**src/verilog/fmul_pkg.sv**
```systemverilog
// ------------------------------
// binary32 multiplier definitions
// subnormals are not represented, the
// datapath reads them as signed zero
// flag order is invalid, overflow, underflow, inexact
// ------------------------------
package fmul_pkg;

  // binary32 format
  localparam int EXP_W    = 8;
  localparam int SIG_W    = 24;
  localparam int EXP_BIAS = 127;
  localparam int EXP_MAX  = 255;

  // register-index tag width
  localparam int TAG_W    = 8;

  typedef logic [EXP_W+SIG_W-1:0] word_t;

  // significand with hidden bit
  typedef logic [SIG_W-1:0] sig_t;

  // raw product of two significands
  typedef logic [2*SIG_W-1:0] prod_t;

  // biased exponent sum with two extra bits for overflow and underflow
  typedef logic signed [EXP_W+1:0] exp_sum_t;

  typedef logic [TAG_W-1:0] tag_t;

  // {invalid, overflow, underflow, inexact}
  typedef logic [3:0] fflags_t;

  // operand pair classification
  typedef enum logic [1:0] {
    SPC_NONE = 2'd0,
    SPC_ZERO = 2'd1,
    SPC_INF  = 2'd2,
    SPC_NAN  = 2'd3
  } special_e;

  // canonical quiet NaN
  localparam word_t QNAN = 32'h7FC0_0000;

endpackage

```
**src/verilog/fmul_sig_mult.sv**
```systemverilog
// ------------------------------
// 24x24 significand product, one cycle
// hidden bit is zero for a zero exponent
// ------------------------------
`timescale 1ns/10ps

module fmul_sig_mult import fmul_pkg::*; (
  input  logic  clk,
  input  logic  rst_n,
  input  logic  en1_i,
  input  word_t a_i,
  input  word_t b_i,
  output prod_t prod_o
);

  sig_t a_sig;
  sig_t b_sig;

  // restore the hidden one
  assign a_sig = {|a_i[EXP_W+SIG_W-2:SIG_W-1], a_i[SIG_W-2:0]};
  assign b_sig = {|b_i[EXP_W+SIG_W-2:SIG_W-1], b_i[SIG_W-2:0]};

  always_ff @(posedge clk or negedge rst_n) begin
    if (!rst_n) begin
      prod_o <= '0;
    end else if (en1_i) begin
      prod_o <= prod_t'(a_sig) * prod_t'(b_sig);
    end
  end

endmodule
```
**config.mk**
```make
export PLATFORM = sky130hd
export DESIGN_NAME = fmul_sig_mult
export DESIGN_NICKNAME = d
export VERILOG_FILES = /design/src/verilog/fmul_pkg.sv /design/src/verilog/fmul_sig_mult.sv
export SDC_FILE = /design/constraint.sdc
export NUM_CORES = 2
export LEC_CHECK = 0
export ABC_AREA = 1
export BUFFER_PORTS_ARGS = -buffer_cell sky130_fd_sc_hd__buf_2
export CAP_MARGIN = 20
export CORE_ASPECT_RATIO = 0.5
export CORE_MARGIN = 4
export CORE_UTILIZATION = 60
export DETAILED_ROUTE_END_ITERATION = 8
export GPL_TIMING_DRIVEN = 1
export PLACE_DENSITY = 0.78
export SLEW_MARGIN = 30
export SYNTH_ARGS = -nofsm -noshare
export SYNTH_HDL_FRONTEND = slang
export SYNTH_SLANG_ARGS = --single-unit
```
**constraint.sdc**
```tcl
create_clock -name clk -period 2.5 [get_ports clk]
set_clock_uncertainty 0.2 [all_clocks]
set_input_delay 0.125 -clock clk [delete_from_list [all_inputs] [get_ports clk]]
set_output_delay 0.125 -clock clk [all_outputs]
set_load 0.05 [all_outputs]
```
Word level (Yosys, flattened, before mapping)
Index checks and enable logic that the tools add are counted.
{ "op_classes": {"mul": 1, "n_reduce_logical": 2} }
{ "ops": {"columns": ["op", "n"], "rows": [
  ["$mul 24x24->48", 1],
  ["$reduce_or 8->1", 2]
]} }
{ "word_totals": {"reg_bits": 48, "inputBits": 67, "out_inout_bits": 48, "word_cells": 4} }

Longest topological paths before layout
{ "logic_depth": {"word_depth": 2, "ltp_mapped": 30, "depth_no_buf": 29} }

Least setup slack after synthesis
No wires, ideal clock.
{ "synth_path": {"kind": "in2reg", "from": "input a_i[30]", "to": "register prod_o[37]", "setup_ps": 118, "t_arrival_ps": 5917, "required_time_ps": 2182, "path_slack_ps": -3735, "cell_stages": 26, "path_buffers": 1, "path_cell_list": "or4_1 > nor2_4 > buf_4 > nor2_1 > fa_1 > fa_1 > fa_1 > inv_1 > fa_1 > inv_1 > fa_1 > inv_1 > fa_1 > inv_1 > fa_1 > ha_1 > nand2_2 > inv_1 > nand2_1 > nand2_1 > a21oi_1 > nor2_1 > nor2_1 > nand3_1 > nand3_1 > nand2_1"} }
{ "synth_via": {"elab_chain_len": 2} }
{ "synth_rtl": {"columns": ["element", "line_no", "rtl"], "rows": [
  ["start: declaration", "fmul_sig_mult.sv:11", "input word_t a_i,"],
  ["$reduce_or 8->1", "fmul_sig_mult.sv:20", "assign a_sig = {|a_i[EXP_W+SIG_W-2:SIG_W-1], a_i[SIG_W-2:0]};"],
  ["$mul 24x24->48", "fmul_sig_mult.sv:27", "prod_o <= prod_t'(a_sig) * prod_t'(b_sig);"],
  ["end signal: assignment", "fmul_sig_mult.sv:27", null],
  ["end: declaration", "fmul_sig_mult.sv:13", "output prod_t prod_o"]
]} }
No other way between the ends.
A chain may end at the register's enable or synchronous reset.

Worst setup path after layout
{ "layout_path": {"from": "input b_i[30]", "to": "register prod_o[34]"} }
{ "layout_via": {"elab_chain_len": 2} }
{ "layout_rtl": {"columns": ["element", "line_no", "rtl"], "rows": [
  ["start: declaration", "fmul_sig_mult.sv:12", "input word_t b_i,"],
  ["$reduce_or 8->1", "fmul_sig_mult.sv:21", "assign b_sig = {|b_i[EXP_W+SIG_W-2:SIG_W-1], b_i[SIG_W-2:0]};"],
  ["$mul 24x24->48", "fmul_sig_mult.sv:27", null]
]} }
No other way between the ends.

==> metrics.txt <==
Critical Path RT around 2500 ps; register bit total from synthesis 48; R2R cell count 2; Most flops, register prod_o; Worst setup EP type register; cts bufs inserted 5; Seq/Total Area, Yosys 5.46%; Chip Height 143 µm; antenna violations before repair 3; Final setup viols 44; Total Routing Usage GR between 30% and 40%; crit path max fanout 4; status finished with violations; first-pass GRT wire length about 110000 µm; Layout area overhead 29.5%; Syn Std Cell Area about 0.022 mm²; routability cong. ~1.0; I/O Buffers between 100 and 150; CP Capture Point prod_o[34]$_DFFE_PN0P_; Root Buffer clkbuf_16; TritonCTS clock tree yes; setup ws final -3880 ps; FP Rows approximately 50; signal arrival time at the worst endpoint ~6400 ps; total grt overflow 0; Antenna Nets Post-Route 0; # IOs 115; largest net degree at the start of global routing between 60 and 70; synthesized area per cell 7.44 µm²; DP Worst Slack -4090 ps; area of placed instances between 0.02 and 0.03 mm²; Max-cap violations 0; die width 279 µm; Final nets 4009; CP Class in -> reg; max FFs per register between 40 and 50; worst skew pair latency 300 ps; Tcrit/Tclk final 255%; Filler cells roughly 2200; drt first pass iters 7; vias in the first global route 21700; R2R Path Start prod_o[27]$_DFFE_PN0P_; Critical path origin b_i[30]; measured slew at the worst slew-check pin approximately 670 ps; final instance area approximately 0.028 mm²; share of post-route cells with drive strength above 1 roughly 28%; Setup crit start kind primary input; max-slew violations 0; worst reg2reg path endpoint prod_o[27]$_DFFE_PN0P_; Post-Syn Nets 3679; failing checks negative setup slack; total wire length between 70000 and 80000 µm; total core area roughly 0.036 mm²; Final Hold Vio Count 0; die area approximately 0.04 mm²; Final min period roughly 6400 ps; synth warn 0; wire per inst 20.7 µm; Detailed Place HPWL about 57000 µm; Sink Count 48; R2R setup slack approximately 1600 ps; unique cell type count in the Yosys netlist 32; Clock Path Buffers 2; Fmax 157 MHz; Initial Util between 60% and 70%; Top Registers prod_o x48; htree depth 2; HP Class in -> async; Post-Syn Instances 2956; relative slew slack ~55%; DR vias/cell 5.59; DR DRC count 0; Vias approximately 21000; initial DRC count about 2400; RSZ-0062 raised after global routing yes; Reg clk slew, reported paths ~70 ps
==> kinds of logic (layout without fill, tap and decap cells) <==
kind of cell / after synthesis / count (layout) / synth area share, %
and+or+nand+nor: 1151 / 1151 / 21.0
other: 0 / 3 / 0
xor gates and xnor gates: 22 / 22 / 0.876
buffers and inverters: 1021 / 1352 / 17.5
adders and majority gates: 656 / 656 / 53.8
DFF: 48 / 48 / 5.46
AOI/OAI and AO/OA: 58 / 58 / 1.44
==> worst min path at each step <==
stage / from / to / cells past startpoint
5_1_grt: a_i[0] / prod_o[0]$_DFFE_PN0P_ / 4
2_1_floorplan: rst_n / prod_o[0]$_DFFE_PN0P_ / 0
4_1_cts: en1_i / prod_o[3]$_DFFE_PN0P_ / 4
3_3_place_gp: rst_n / prod_o[39]$_DFFE_PN0P_ / 1
3_5_place_dp: rst_n / prod_o[39]$_DFFE_PN0P_ / 1
6_report: rst_n / prod_o[39]$_DFFE_PN0P_ / 2
==> final cells by class <==
class	count	area (µm²)	area share, %
Clock inverter	3	21.3	0.0747
Timing Repair Buffer	427	4010	14.1
Antenna cell	3	7.51	0.0263
Tap cell	484	606	2.13
Multi-Input combinational cell	1887	19100	66.9
Inverter	917	3450	12.1
Sequential cell	48	1200	4.22
Clock buffer	5	125	0.439
==> stage by stage <==
| stage | std cells | setup TNS [ps] | utilization [%] | hold slack, ps |
|---|---|---|---|---|
| 3_3_place_gp | 3707 | -151330 | 71.3 | -7.71 |
| 3_5_place_dp | 3707 | -154090 | 71.3 | -17.2 |
| 2_1_floorplan | 2956 | -120530 | - | -371 |
| 5_1_grt | 3774 | -143090 | 79.0 | 210 |
| 6_report | 3774 | -138490 | 79.0 | 197 |
| 4_1_cts | 3746 | -132560 | 76.2 | 173 |
==> Yosys cell counts (all sizes together) <==
cell | instances | area [µm²]
nand2 | 951 | 3600
inv | 917 | 3440
fa | 482 | 9650
ha | 174 | 2180
nor2 | 107 | 474
clkbuf | 100 | 375
nand3 | 69 | 385
dfrtp | 48 | 1200
a21oi | 30 | 154
o21ai | 23 | 123
xnor2 | 18 | 158
nand4 | 6 | 37.5
o21bai | 5 | 41.3
and2 | 4 | 25.0
buf | 4 | 27.5
nor3 | 4 | 20.0
or2 | 4 | 25.0
or4 | 4 | 33.8
xor2 | 4 | 35.0
nand3b | 2 | 15.0
==> per-layer routing <==
layer	share of wire (%)	wire length [µm]	track usage (%)
met1	35	27500	47.6
met2	45	35200	59.9
met3	13	10400	10.3
met4	6.4	5030	12.6
met5	0	0	0
==> worst max-delay path, cell delays in order <==
cell and delay, ps:
buf_6 90, or4_4 540, nor2_4 240, inv_2 80
nand2_4 90, fa_1 450, fa_1 520, fa_1 440
fa_1 510, inv_2 50, fa_1 540, inv_2 50
fa_1 490, inv_2 40, fa_2 440, buf_6 150
ha_4 330, nand2_4 90, nor2_4 200, nand2_2 80
nor2_1 120, nand2_1 100, nand3_2 120, nand2_1 110
nand3_1 150, nand3_2 140, nand2_1 90
==> cell usage in the layout (no fill, tap or decap), drive strengths merged, types with 5 or more instances in the layout <==
cell type and instances:
nand2 951, inv 918, fa 482, buf 423
ha 174, nor2 107, nand3 69, dfrtp 48
a21oi 30, o21ai 23, xnor2 18, clkbuf 7
nand4 6, o21bai 5
==> timing repair <==
action                     in CTS  in global routing
setup buffers                  32                 27
gates resized for setup       362                217
setup endpoints to repair      44                 44
gates cloned                    2                  1
hold endpoints to repair       27                  0
hold buffers                    1                  0
pin swaps                     194                135
Power is left out: the tool's default activity adds up to more than one toggle a clock period on the data nets, which glitch-free logic cannot reach.
